===== src/design/disp_pkg.sv =====
`default_nettype none

package disp_pkg;

    // ==================================================
    // widths and format constants
    // ==================================================
    localparam int WORD_W     = 32;
    localparam int DIM_W      = 8;
    localparam int ADDR_W     = 9;
    localparam int COL_WIDTH  = 10;  // digits of the largest word
    localparam int MAX_DIGITS = 10;

    localparam logic [7:0] ASC_SPACE = 8'd32;
    localparam logic [7:0] ASC_CR    = 8'd13;
    localparam logic [7:0] ASC_LF    = 8'd10;
    localparam logic [7:0] ASC_ZERO  = 8'd48;

    typedef logic [WORD_W-1:0] word_t;
    typedef logic [DIM_W-1:0]  dim_t;
    typedef logic [ADDR_W-1:0] addr_t;

    // ==================================================
    // commands and requests
    // ==================================================
    typedef enum logic {DISP_MATRIX, DISP_SCALAR} disp_mode_e;

    typedef struct packed {
        disp_mode_e mode;
        dim_t       rows;
        dim_t       cols;
        addr_t      base_addr;
        word_t      scalar;
    } disp_cmd_t;

    typedef enum logic {FMT_NUMBER, FMT_CHAR} fmt_kind_e;

    typedef struct packed {
        fmt_kind_e kind;
        logic      pad_en;  // matrix elements only
        word_t     value;   // low byte is the char for FMT_CHAR
    } fmt_req_t;

    typedef enum logic [2:0] {
        SEQ_IDLE, SEQ_ADDR, SEQ_WAIT, SEQ_FETCH, SEQ_NUM, SEQ_SEP, SEQ_DONE
    } seq_state_e;

    typedef enum logic [2:0] {F_IDLE, F_CONV, F_SEND, F_PAD, F_LIT} fmt_state_e;

endpackage

`default_nettype wire


===== src/design/uart_tx.sv =====
`default_nettype none

module uart_tx #(
    parameter int CLKS_PER_BIT = 217
) (
    input  wire        clk,
    input  wire        rst_n,
    input  wire        i_start,
    input  wire  [7:0] i_data,
    output logic       o_tx,
    output logic       o_busy
);

    localparam int CNT_W = $clog2(CLKS_PER_BIT + 1);

    logic [CNT_W-1:0] baud_cnt;
    logic [3:0]       bit_idx;   // 0 start, 1..8 data, 9 stop
    logic [9:0]       shift_reg;
    logic             bit_end;

    assign bit_end = (baud_cnt == CNT_W'(CLKS_PER_BIT - 1));
    assign o_tx    = shift_reg[0];  // all ones while idle

    always_ff @(posedge clk or negedge rst_n) begin
        if (!rst_n) begin
            baud_cnt  <= '0;
            bit_idx   <= '0;
            shift_reg <= '1;
            o_busy    <= 1'b0;
        end else if (!o_busy) begin
            baud_cnt <= '0;
            bit_idx  <= '0;
            if (i_start) begin
                shift_reg <= {1'b1, i_data, 1'b0};  // stop, data lsb first, start
                o_busy    <= 1'b1;
            end
        end else if (bit_end) begin
            baud_cnt  <= '0;
            shift_reg <= {1'b1, shift_reg[9:1]};
            if (bit_idx == 4'd9) begin
                o_busy <= 1'b0;  // stop bit done
            end else begin
                bit_idx <= bit_idx + 1'b1;
            end
        end else begin
            baud_cnt <= baud_cnt + 1'b1;
        end
    end

endmodule

`default_nettype wire


===== src/design/dec_formatter.sv =====
`default_nettype none

module dec_formatter
    import disp_pkg::*;
(
    input  wire            clk,
    input  wire            rst_n,
    input  wire  fmt_req_t i_req,
    input  wire            i_start,
    output logic           o_done,
    input  wire            i_tx_busy,
    output logic [7:0]     o_tx_data,
    output logic           o_tx_start
);

    localparam int PTR_W = $clog2(MAX_DIGITS);
    localparam int CNT_W = $clog2(COL_WIDTH + 1);

    fmt_state_e       state;
    fmt_req_t         req_q;
    word_t            tmp;
    logic [7:0]       dig_buf [MAX_DIGITS];  // ascii digits, lsd at index 0
    logic [PTR_W-1:0] ptr;
    logic [CNT_W-1:0] out_cnt;               // chars sent for this request
    logic             tx_ready;
    logic             issue;
    logic             last_char;
    logic [7:0]       next_char;

    // uart busy rises one cycle late, so block the cycle after a start too
    assign tx_ready = ~i_tx_busy & ~o_tx_start;
    assign issue    = tx_ready && (state == F_SEND || state == F_PAD || state == F_LIT);

    always_comb begin
        next_char = ASC_SPACE;
        last_char = 1'b1;
        case (state)
            F_SEND: begin
                next_char = dig_buf[ptr];
                last_char = (ptr == '0) &&
                            !(req_q.pad_en && out_cnt < CNT_W'(COL_WIDTH - 1));
            end
            F_PAD:   last_char = (out_cnt == CNT_W'(COL_WIDTH - 1));
            F_LIT:   next_char = req_q.value[7:0];
            default: last_char = 1'b0;
        endcase
    end

    // ==================================================
    // control
    // ==================================================
    always_ff @(posedge clk or negedge rst_n) begin
        if (!rst_n) begin
            state      <= F_IDLE;
            ptr        <= '0;
            out_cnt    <= '0;
            o_tx_start <= 1'b0;
            o_done     <= 1'b0;
        end else begin
            o_tx_start <= issue;
            o_done     <= issue && last_char;  // same cycle as the last tx_start
            case (state)
                F_IDLE: begin
                    if (i_start) begin
                        ptr     <= '0;
                        out_cnt <= '0;
                        state   <= (i_req.kind == FMT_CHAR) ? F_LIT : F_CONV;
                    end
                end
                F_CONV: begin
                    if (tmp >= WORD_W'(10)) begin
                        ptr <= ptr + 1'b1;
                    end else begin
                        state <= F_SEND;  // ptr sits on the msd
                    end
                end
                default: begin
                    if (issue) begin
                        out_cnt <= out_cnt + 1'b1;
                        if (state == F_SEND && ptr != '0) begin
                            ptr <= ptr - 1'b1;
                        end
                        if (last_char) begin
                            state <= F_IDLE;
                        end else if (state == F_SEND && ptr == '0) begin
                            state <= F_PAD;
                        end
                    end
                end
            endcase
        end
    end

    // ==================================================
    // datapath
    // ==================================================
    always_ff @(posedge clk) begin
        if (state == F_IDLE && i_start) begin
            req_q <= i_req;
            tmp   <= i_req.value;
        end
        if (state == F_CONV) begin
            dig_buf[ptr] <= ASC_ZERO + 8'(tmp % WORD_W'(10));
            if (tmp >= WORD_W'(10)) begin
                tmp <= tmp / WORD_W'(10);
            end
        end
        if (issue) begin
            o_tx_data <= next_char;
        end
    end

endmodule

`default_nettype wire


===== src/design/matrix_sequencer.sv =====
`default_nettype none

module matrix_sequencer
    import disp_pkg::*;
(
    input  wire             clk,
    input  wire             rst_n,
    input  wire             i_en_display,
    input  wire  disp_cmd_t i_cmd,
    output addr_t           o_rd_addr,
    input  wire  word_t     i_rd_data,
    output fmt_req_t        o_fmt_req,
    output logic            o_fmt_start,
    input  wire             i_fmt_done,
    output logic            o_done
);

    seq_state_e state;
    disp_cmd_t  cmd_q;
    dim_t       row;
    dim_t       col;
    addr_t      row_addr;   // base_addr + row * cols, wraps at 512
    logic       crlf_step;  // 0 sends CR, 1 sends LF
    logic       pend;       // request issued, waiting for done
    word_t      num_q;
    logic       last_col;
    logic       last_row;
    logic       req_state;
    logic       fmt_ack;
    logic [7:0] sep_char;

    // scalar mode behaves like a single last column of the last row
    assign last_col  = (cmd_q.mode == DISP_SCALAR) || (col == cmd_q.cols - 1'b1);
    assign last_row  = (cmd_q.mode == DISP_SCALAR) || (row == cmd_q.rows - 1'b1);
    assign req_state = (state == SEQ_NUM) || (state == SEQ_SEP);
    assign fmt_ack   = pend && i_fmt_done;
    assign o_done    = (state == SEQ_DONE);

    always_comb begin
        if (!last_col) begin
            sep_char = ASC_SPACE;
        end else begin
            sep_char = crlf_step ? ASC_LF : ASC_CR;
        end
    end

    always_comb begin
        o_fmt_req.kind   = FMT_NUMBER;
        o_fmt_req.pad_en = (cmd_q.mode == DISP_MATRIX);
        o_fmt_req.value  = (cmd_q.mode == DISP_SCALAR) ? cmd_q.scalar : num_q;
        if (state == SEQ_SEP) begin
            o_fmt_req.kind   = FMT_CHAR;
            o_fmt_req.pad_en = 1'b0;
            o_fmt_req.value  = WORD_W'(sep_char);
        end
    end

    // ==================================================
    // walk FSM
    // ==================================================
    always_ff @(posedge clk or negedge rst_n) begin
        if (!rst_n) begin
            state       <= SEQ_IDLE;
            cmd_q       <= '0;
            row         <= '0;
            col         <= '0;
            row_addr    <= '0;
            o_rd_addr   <= '0;
            crlf_step   <= 1'b0;
            pend        <= 1'b0;
            o_fmt_start <= 1'b0;
        end else begin
            o_fmt_start <= 1'b0;
            if (req_state && !pend) begin
                o_fmt_start <= 1'b1;
                pend        <= 1'b1;
            end
            if (fmt_ack) begin
                pend <= 1'b0;
            end

            case (state)
                SEQ_IDLE: begin
                    if (i_en_display) begin
                        cmd_q     <= i_cmd;
                        row       <= '0;
                        col       <= '0;
                        crlf_step <= 1'b0;
                        pend      <= 1'b0;
                        row_addr  <= i_cmd.base_addr;
                        if (i_cmd.mode == DISP_SCALAR) begin
                            state <= SEQ_NUM;
                        end else if (i_cmd.rows == '0 || i_cmd.cols == '0) begin
                            state <= SEQ_DONE;  // nothing to print
                        end else begin
                            state <= SEQ_ADDR;
                        end
                    end
                end
                SEQ_ADDR: begin
                    o_rd_addr <= row_addr + addr_t'(col);
                    state     <= SEQ_WAIT;
                end
                SEQ_WAIT:  state <= SEQ_FETCH;  // storage read latency
                SEQ_FETCH: state <= SEQ_NUM;
                SEQ_NUM: begin
                    if (fmt_ack) begin
                        state <= SEQ_SEP;
                    end
                end
                SEQ_SEP: begin
                    if (fmt_ack) begin
                        if (!last_col) begin
                            col   <= col + 1'b1;
                            state <= SEQ_ADDR;
                        end else if (!crlf_step) begin
                            crlf_step <= 1'b1;  // LF next
                        end else begin
                            crlf_step <= 1'b0;
                            col       <= '0;
                            if (last_row) begin
                                state <= SEQ_DONE;
                            end else begin
                                row      <= row + 1'b1;
                                row_addr <= row_addr + addr_t'(cmd_q.cols);
                                state    <= SEQ_ADDR;
                            end
                        end
                    end
                end
                SEQ_DONE: begin
                    if (!i_en_display) begin
                        state <= SEQ_IDLE;
                    end
                end
                default: state <= SEQ_IDLE;
            endcase
        end
    end

    always_ff @(posedge clk) begin
        if (state == SEQ_FETCH) begin
            num_q <= i_rd_data;
        end
    end

endmodule

`default_nettype wire


===== src/design/matrix_display.sv =====
`default_nettype none

module matrix_display
    import disp_pkg::*;
#(
    parameter int CLKS_PER_BIT = 217  // 25 MHz at 115200 baud
) (
    input  wire             clk,
    input  wire             rst_n,
    input  wire             i_en_display,
    input  wire  disp_cmd_t i_cmd,
    output addr_t           o_rd_addr,
    input  wire  word_t     i_rd_data,
    output logic            o_tx,
    output logic            o_done
);

    fmt_req_t   fmt_req;
    logic       fmt_start;
    logic       fmt_done;
    logic [7:0] tx_data;
    logic       tx_start;
    logic       tx_busy;

    matrix_sequencer u_matrix_sequencer (
        .clk          (clk),
        .rst_n        (rst_n),
        .i_en_display (i_en_display),
        .i_cmd        (i_cmd),
        .o_rd_addr    (o_rd_addr),
        .i_rd_data    (i_rd_data),
        .o_fmt_req    (fmt_req),
        .o_fmt_start  (fmt_start),
        .i_fmt_done   (fmt_done),
        .o_done       (o_done)
    );

    dec_formatter u_dec_formatter (
        .clk        (clk),
        .rst_n      (rst_n),
        .i_req      (fmt_req),
        .i_start    (fmt_start),
        .o_done     (fmt_done),
        .i_tx_busy  (tx_busy),
        .o_tx_data  (tx_data),
        .o_tx_start (tx_start)
    );

    uart_tx #(
        .CLKS_PER_BIT (CLKS_PER_BIT)
    ) u_uart_tx (
        .clk     (clk),
        .rst_n   (rst_n),
        .i_start (tx_start),
        .i_data  (tx_data),
        .o_tx    (o_tx),
        .o_busy  (tx_busy)
    );

endmodule

`default_nettype wire


===== config.mk =====
export PLATFORM = sky130hd
export DESIGN_NAME = matrix_display
export DESIGN_NICKNAME = d
export VERILOG_FILES = /design/src/design/disp_pkg.sv /design/src/design/uart_tx.sv /design/src/design/dec_formatter.sv /design/src/design/matrix_sequencer.sv /design/src/design/matrix_display.sv
export SDC_FILE = /design/constraint.sdc
export NUM_CORES = 1
export LEC_CHECK = 0
export BUFFER_PORTS_ARGS = -buffer_cell sky130_fd_sc_hd__clkbuf_2
export CORE_UTILIZATION = 55
export CTS_CLUSTER_SIZE = 24
export DETAILED_ROUTE_END_ITERATION = 6
export PLACE_DENSITY = 0.73
export SYNTH_ARGS = -nofsm -noshare
export SYNTH_HDL_FRONTEND = slang
export SYNTH_HIERARCHICAL = 1
export SYNTH_SLANG_ARGS = --single-unit

===== constraint.sdc =====
create_clock -name clk -period 12.99 [get_ports clk]
set_input_delay 1.299 -clock clk [delete_from_list [all_inputs] [get_ports clk]]
set_output_delay 1.299 -clock clk [all_outputs]
set_load 0.03 [all_outputs]

* Word-level counts from Yosys, hierarchy flattened
Memory sizes are Yosys's and may differ from the RTL's. Cells that the tools add are included. Widths: inputs -> output; s select.
Word-level totals: word-level logic and storage cells 188, bits of input ports 93, memories kept 1, bits in registers 206, memory bits (writable) 80
Memory list:
- u_dec_formatter.dig_buf | words 10, bits a word 8, rd ports 1, clocked after Yosys merged registers in 0, wr ports 1, line dec_formatter.sv:22 | logic [7:0] dig_buf [MAX_DIGITS];
Cells by class: $lt $le $gt $ge 2, reduce and logical (&&, ||, !) cells 39, divide/modulo/power cells 2, $add $sub $neg 12, bitwise operators 5, equality and inequality tests 28, mux-type cells 73
Operator list (number):
- $mux 32 | 4
- $mux 8 | 10
- $mux 3 | 16
- $pmux 8 s2 | 3
- $mux 9 | 5
- $mux 34 | 1
- $div 32x4->32 const B | 1
- $ge 32x4->1 const B | 1
- $mod 32x4->32 const B | 1
- $mux 4 | 8
- $mux 10 | 3
- $add 8x1->8 const B | 3
- $pmux 3 s7 | 1
- $add 9x8->9 | 2
- $pmux 9 s2 | 1
- $eq 8x8->1 | 2
- $logic_not 8->1 | 2
- $pmux 4 s2 | 2
- $reduce_and 4->1 | 4
- $sub 8x1->8 const B | 2
- $mux 1 | 15
- $ne 2x2->1 const B | 7
- $add 4x1->4 const B | 3
- $eq 3x2->1 const B | 4
- 27 further kinds | 60

* Longest topological paths before layout
Gate-level depths: netlist of the first run.
word-level depth 8, mapped depth 48, gate-level depth less buffers 36

* Cells and area by module
The synthesis of the first run kept the hierarchy.
Modules (own cells, without submodules):
- dec_formatter | area an instance 11888.9 µm², cells an instance 1386, times used 1, seq. area each 3878.7 µm²
- matrix_sequencer | area an instance 6575.1 µm², cells an instance 692, times used 1, seq. area each 3188.1 µm²
- uart_tx | area an instance 1193.6 µm², cells an instance 105, times used 1, seq. area each 561.8 µm²

* Least setup slack after synthesis of the first run
OpenSTA, ideal clock, no wires.
kind register to register, from reg u_dec_formatter.tmp[28], to mem u_dec_formatter.dig_buf[0][1] (data pin), library setup time 0.255 ns, setup slack 3.094 ns, path buffers 5, arrival 9.642 ns, cell stages (with the launch flop) 42, clock period less this slack 9.896 ns, path through dfxtp_1 -> and2b_2 -> xnor2_1 -> a211oi_2 -> a21oi_1 -> a22o_1 -> a21oi_2 -> buf_4 -> buf_6 -> mux2i_1 -> a31oi_1 -> or3_1 -> o311a_1 -> and4_1 -> o221ai_1 -> o2111ai_1 -> or4_1 -> buf_2 -> (+6 left out) -> a211oi_4 -> buf_4 -> a21oi_1 -> nand4b_2 -> and2_1 -> a22o_1 -> a211oi_4 -> nor3_2 -> a21o_1 -> a221oi_2 -> nor3_1 -> a211o_1 -> nor4b_4 -> buf_2 -> nand4_1 -> o2111ai_1 -> nor4_2 -> xnor2_1
On the way: word-level cells in the longest chain between the ends 2
RTL lines:
- from (decl) | line dec_formatter.sv:21 | word_t tmp;
- from (signal assigned) | line dec_formatter.sv:100 | tmp <= i_req.value;
- from (signal assigned) | line dec_formatter.sv:105 | tmp <= tmp / WORD_W'(10);
- $mod 32x4->32 | line dec_formatter.sv:103 | dig_buf[ptr] <= ASC_ZERO + 8'(tmp % WORD_W'(10));
- $add 6x8->8 | line dec_formatter.sv:103
- to (decl) | line dec_formatter.sv:22
Every way passes these cells.

* Final worst setup path of the first run
from reg u_dec_formatter.tmp[28], to mem u_dec_formatter.dig_buf[8][2] (data pin)
The elaborated chain is that of the path after synthesis.

==> summary.md, run 1 <==
| Metric | Value |
|---|---|
| Via/cell ratio | `6.40` |
| Arrival time reported for the critical path endpoint | `12.50 ns` |
| YS warnings | `6` |
| Post-route DRC violation count | `3` |
| Type of the worst setup path | `flip-flop to flip-flop` |
| Run status | `finished with violations` |
| Hold Violations, Final | `0` |
| Kind of end point of the critical path | `flip-flop` |
| Grt ovf | `0` |
| Area of the die | `36500 um^2` |
| Highest cell delay on the worst timing path | `around 0.75 ns` |
| Worst Clk Skew | `0.0283 ns` |
| Effective utilization at floorplan | `56.4%` |
| Yosys cell types | `138` |
| Initial DRC count | `1650` |
| Ys async rst share | `a little over two fifths` |
| Later-pin clock latency in the skew report | `0.56 ns` |
| Setup repair after global routing missed its margin | `false` |
| Cell type with the highest aggregate area in the netlist | `edfxtp_1` |
| Global routing met1 resource utilization | `41.0%` |
| Register containing the most flip-flops in the final layout | `u_dec_formatter/dig_buf` |
| Tot GR Track Use | `28.7%` |
| Die boundary height | `191 um` |
| Antenna violations before repair | `0` |
| Synth top area share | `19.7%` |
| Flip-flop count of the largest register after layout | `80` |
| Number of instances in the synthesized netlist | `roughly 2200` |
| Number of vias after detailed routing | `17400` |
| Average cell area after synthesis | `9.00 um^2` |
| Dominant cell by count in the synthesized netlist | `nand2_1` |
| Core box area | `34900 um^2` |
| Buffer depth of the longest clock path | `3` |
| Post-synthesis register bit count | `between 200 and 300` |
| TritonCTS Buffers | `34` |
| Max frequency | `roughly 80 MHz` |
| HPWL after detailed placement | `between 30000 and 40000 um` |
| Cell seen most often among critical-path stages | `a211o_1` |
| Startpoint type of the worst setup path | `flip-flop` |
| Cell types with the largest area share after synthesis | `edfxtp_1 (20%), dfrtp_1 (15%), nand2_1 (6.5%), dfxtp_1 (3.3%), nor2_1 (3.1%)` |
| Maximum number of pins on one net before global-route repair | `75` |
| Via count of the first global-routing pass | `16200` |
| First-pass GRT wire length | `about 85000 um` |
| Registers with the most flip-flops | `u_dec_formatter/dig_buf (80), u_matrix_sequencer/cmd_q (49)` |
| Syn Std Cell Area | `19700 um^2` |
| # IOs | `104` |
| Number of inserted diodes | `0` |
| Relative slew slack | `26.8%` |
| Crit-path leading delay family | `compound AO/OA/AOI/OAI gates` |
| Root buffer selected by CTS | `clkbuf_16` |
| I/O Buffers | `103` |
| Max-cap violation count | `0` |
| Clock Pin Slew Worst Setup and Hold Paths | `around 0.060 ns` |
| Nets@finish | `2358` |
| Seq/Total Area, Yosys | `38.8%` |
| GP Congestion | `0.963` |
| Remaining antenna violation count after routing | `0` |
| Leading post-synthesis cells by instance count | `nand2_1 (342), nor2_1 (160), edfxtp_1 (129)` |
| Number of flops mapped to enable cells by yosys | `129` |
| Global routing's busiest layer | `met2` |
| Worst EP required | `13.30 ns` |
| Layout filler cell count | `2990` |
| Final total negative setup slack | `0 ns` |
| Die span in x | `between 150 and 200 um` |
| Violations in the final reports | `design-rule violations` |
| Master of the slowest instance on the critical path | `nor3_1` |
| Mean routed wirelength per cell | `19.3 um` |
| Slew at the pin with the worst max-slew slack | `1.10 ns` |
| Portion of the clock cycle consumed by the worst path in the final layout | `93.8%` |
| Number of buffers and inverters on the critical path | `2` |
| WL final | `52400 um` |
| Clock sink count | `285` |
| Synthesis-to-layout area growth | `10.1%` |
| Worst min-delay path class | `flip-flop to flip-flop` |
| Dominant register cell in the synthesized netlist | `edfxtp_1` |
| Crit Path Max Fanout | `20` |
| Fraction of met2 tracks used by global routing | `45.1%` |
| Clock tree from TritonCTS | `yes` |
| Number of endpoints failing setup at the final stage | `0` |
| Hold buffer count at cts | `0` |
| Met3 track utilization from global routing | `under 10%` |
| Min Tclk post-route | `roughly 12 ns` |
| Ratio of cells with drive above 1 in the final layout | `15.9%` |
| H-tree depth | `2` |
| Number of placement rows | `68` |
| Final Max Tran Viols | `0` |
| First-pass detailed-route iteration total | `7` |
-- layer usage --
layer | wire length [um] | part of all wire, %
met3 | 3420 | 6.5
met4 | 1310 | 2.5
met5 | 0 | 0
met2 | 24200 | 46
met1 | 23500 | 45
-- layout make-up --
class / count / area [um^2] / share of cell area, %
Clock buffer: 38 / 866 / 4.00
Clock inverter: 23 / 284 / 1.31
Inverter: 69 / 259 / 1.20
Multi-Input combinational cell: 1695 / 11200 / 51.6
Sequential cell: 285 / 7630 / 35.3
Tap cell: 455 / 569 / 2.63
Timing Repair Buffer: 147 / 852 / 3.94
-- cells in the final DEF (no fill, tap or decap), types with 13 or more instances in the layout --
cell type	count
a211o_1	13
a211oi_1	26
a21o_1	19
a21oi_1	103
a22oi_1	14
a31oi_1	39
and2_1	15
and3_1	28
buf_4	44
clkbuf_16	34
clkbuf_2	102
conb_1	22
dfrtp_1	114
dfxtp_1	29
edfxtp_1	129
ha_1	30
inv_1	62
mux2_2	28
mux2i_1	54
mux4_2	16
nand2_1	342
nand2b_1	30
nand3_1	64
nand4_1	17
nor2_1	160
nor2b_1	14
nor3_1	78
nor4_1	31
o2111ai_1	14
o211ai_1	24
o21ai_0	105
o31ai_1	22
or3_1	13
xnor2_1	25
xor2_1	14
-- worst reg2reg max path, delay by kind of cell, from the launching register on --
| family | cells | cell delay [ns] |
|---|---|---|
| and+or+nand+nor | 13 | 4.37 |
| AOI/OAI and AO/OA | 23 | 6.58 |
| DFF | 1 | 0.56 |
| buffers and inverters | 2 | 0.47 |
-- through the flow --
step / hold WS, ns / area, um^2 / cells / util, % / worst slack [ns]
5_1_grt: 0.494 / 21600 / 2712 / 62.0 / 0.00973
3_5_place_dp: 0.463 / 20400 / 2642 / 58.5 / 0.147
6_report: 0.473 / 21600 / 2712 / 62.0 / 0.806
2_1_floorplan: 0.440 / 19700 / 2203 / - / 3.09
3_3_place_gp: 0.458 / 20400 / 2642 / 58.5 / 0.540
4_1_cts: 0.477 / 21500 / 2703 / 61.7 / 0.181
-- cell families after synthesis --
family                   count (synthesis)  share of synthesized area (%)
AND/OR/NAND/NOR                        877                           21.8
AO/OA/AOI/OAI                          612                           23.2
flip-flops                             285                           38.8
buffers and inverters                  223                           4.90
multiplexers                           106                           6.79
XOR/XNOR                                42                           2.05
adder cells (fa/ha/maj)                 36                           2.37
other                                    2                         0.0382
-- path summary, 6_finish.rpt --
check / start / end / slack (ns) / depth (start not counted)
max in group asynchronous: rst_n / u_matrix_sequencer/cmd_q[57] / 10.98 / 2
worst max register to register: u_dec_formatter/tmp[28] / u_dec_formatter/dig_buf[8][2] / 0.81 / 38
min in group asynchronous: rst_n / u_uart_tx/bit_idx[3] / 0.76 / 1
worst min register to register: u_matrix_sequencer/cmd_q[18] / u_matrix_sequencer/cmd_q[18] / 0.47 / 2
worst max-delay path: u_dec_formatter/tmp[28] / u_dec_formatter/dig_buf[8][2] / 0.81 / 38
worst min-delay path: u_matrix_sequencer/cmd_q[18] / u_matrix_sequencer/cmd_q[18] / 0.47 / 2
-- repair_timing --
action,in CTS,in global routing
setup buffers,0,9
endpoints found under the setup margin,0,32
resized for setup,0,11
Power of run 1 is not shown: default switching activity piles up to over one toggle a cycle in this logic, so the estimate is an artifact.
==> run 2, diff against run 1 <==
- CORE_UTILIZATION: 55 -> 63
- PLACE_DENSITY: 0.73 -> 0.82
==> summary.md, run 2 (synthesis gave the netlist of run 1 again) <==
| Metric | Value |
|---|---|
| Startpoint type of the worst setup path | `flip-flop` |
| Number of endpoints failing setup at the final stage | `0` |
| I/O Buffers | `103` |
| Type of the worst setup path | `flip-flop to flip-flop` |
| Worst Clk Skew | `0.0137 ns` |
| Post-route DRC violation count | `0` |
| Hold Violations, Final | `0` |
| # IOs | `~100` |
| Sequential cell area | `between 7000 and 8000 um^2` |
| Number of placement rows | `between 60 and 70` |
| Arrival time reported for the critical path endpoint | `12.59 ns` |
| Crit Path Max Fanout | `18` |
| Min Tclk post-route | `12.27 ns` |
| Area of the die | `31900 um^2` |
| Ratio of cells with drive above 1 in the final layout | `15.7%` |
| Clock tree from TritonCTS | `yes` |
| Remaining antenna violation count after routing | `0` |
| Clock Pin Slew Worst Setup and Hold Paths | `0.07 ns` |
| Final total negative setup slack | `0 ns` |
| Layout filler cell count | `2382` |
| Portion of the clock cycle consumed by the worst path in the final layout | `94.5%` |
| Final Max Tran Viols | `0` |
| Via/cell ratio | `6.69` |
| Nets@finish | `2353` |
| Max frequency | `81.5 MHz` |
| Later-pin clock latency in the skew report | `between 0.5 and 0.6 ns` |
| TritonCTS Buffers | `31` |
| Register containing the most flip-flops in the final layout | `u_dec_formatter/dig_buf` |
| Highest cell delay on the worst timing path | `0.62 ns` |
| First-pass detailed-route iteration total | `6` |
| Core box area | `between 30000 and 40000 um^2` |
| Number of inserted diodes | `0` |
| Leading cell type in the layout, fill and taps excluded | `nand2_1` |
| Run status | `finished, final reports clean` |
| Relative slew slack | `29.2%` |
| Leading cell types in the layout, fill and taps excluded | `nand2_1 (341), nor2_1 (159), edfxtp_1 (129)` |
| Maximum number of pins on one net before global-route repair | `77` |
| Buffer depth of the longest clock path | `3` |
| Footprint of the multi-input gates | `between 10000 and 15000 um^2` |
| Flip-flop count of the largest register after layout | `80` |
| Clock sink count | `285` |
| Tot GR Track Use | `33.1%` |
| Worst min-delay path class | `flip-flop to flip-flop` |
| Effective utilization at floorplan | `approximately 64%` |
| Number of buffers and inverters on the critical path | `1` |
| Crit-path leading delay family | `compound AO/OA/AOI/OAI gates` |
| Mean routed wirelength per cell | `20.2 um` |
| Root buffer selected by CTS | `clkbuf_16` |
| First-pass GRT wire length | `84800 um` |
| Max-cap violation count | `0` |
| H-tree depth | `1` |
| Post-layout util | `70.0%` |
| Hold buffer count at cts | `0` |
| HPWL after detailed placement | `36700 um` |
| GP Congestion | `0.969` |
| Initial DRC count | `2231` |
| WL final | `between 50000 and 60000 um` |
| Via count of the first global-routing pass | `16500` |
| Synthesis-to-layout area growth | `9.25%` |
| Master of the slowest instance on the critical path | `dfxtp_1` |
| Slew at the pin with the worst max-slew slack | `1.06 ns` |
| Die boundary height | `179 um` |
| Grt ovf | `0` |
| Setup repair after global routing missed its margin | `false` |
| Number of vias after detailed routing | `17700` |
| Registers with the most flip-flops | `u_dec_formatter/dig_buf (80), u_matrix_sequencer/cmd_q (49)` |
| Antenna violations before repair | `0` |
| Worst EP required | `13.31 ns` |
| Die span in x | `179 um` |
| Kind of end point of the critical path | `flip-flop` |
==> run 2: worst paths after layout <==
path / from / endpoint / slack, ns / cells after the start
min reg2reg: u_matrix_sequencer/cmd_q[11] / u_matrix_sequencer/cmd_q[11] / 0.47 / 2
max: u_dec_formatter/tmp[28] / u_dec_formatter/dig_buf[4][1] / 0.72 / 36
max reg2reg: u_dec_formatter/tmp[28] / u_dec_formatter/dig_buf[4][1] / 0.72 / 36
min in group asynchronous: rst_n / u_uart_tx/baud_cnt[7] / 0.73 / 1
max in group asynchronous: rst_n / u_matrix_sequencer/cmd_q[57] / 10.99 / 2
min: u_matrix_sequencer/cmd_q[11] / u_matrix_sequencer/cmd_q[11] / 0.47 / 2
==> run 2: routing by layer <==
metal  share of wire, %  up-vias  global-route usage (%)  wire length (um)
met2                 47      832                    53.1             24900
met5                  0        -                       0                 0
met3                7.7      105                    5.22              4100
li1                   -     8282                       -                 -
met1                 43     8499                    46.5             23100
met4                2.5        0                    9.18              1320
==> run 2: timing repair <==
action	CTS	global route
gates resized for setup	0	13
endpoints found under the setup margin	0	32
buffers inserted	0	9
endpoints found under the hold margin	0	0
==> run 2: cell type report <==
type / instances / area share [%]
flip-flops and latches: 285 / 35.5
repair buffers: 145 / 3.90
well taps: 396 / 2.31
multi-input cells: 1695 / 52.1
clock buffers: 39 / 3.89
inverters: 69 / 1.21
clock inverters: 19 / 1.08
==> run 2: tightest hold or removal path, delay by kind of cell (launching register included) <==
family | cells | cell delay (ns)
flip-flops | 1 | 0.34
AND/OR/NAND/NOR | 2 | 0.10
==> run 2: per-stage QoR <==
stage                     setup WS (ns)  hold slack [ns]  area, um^2  cells
after floorplan                    3.09            0.440       19700   2203
after global placement            0.650            0.457       20300   2581
after detailed placement          0.276            0.463       20300   2581
after CTS                         0.111            0.478       21400   2639
after global routing             0.0138            0.499       21500   2648
final                             0.716            0.473       21500   2648
Power of run 2 is left out for the same reason.
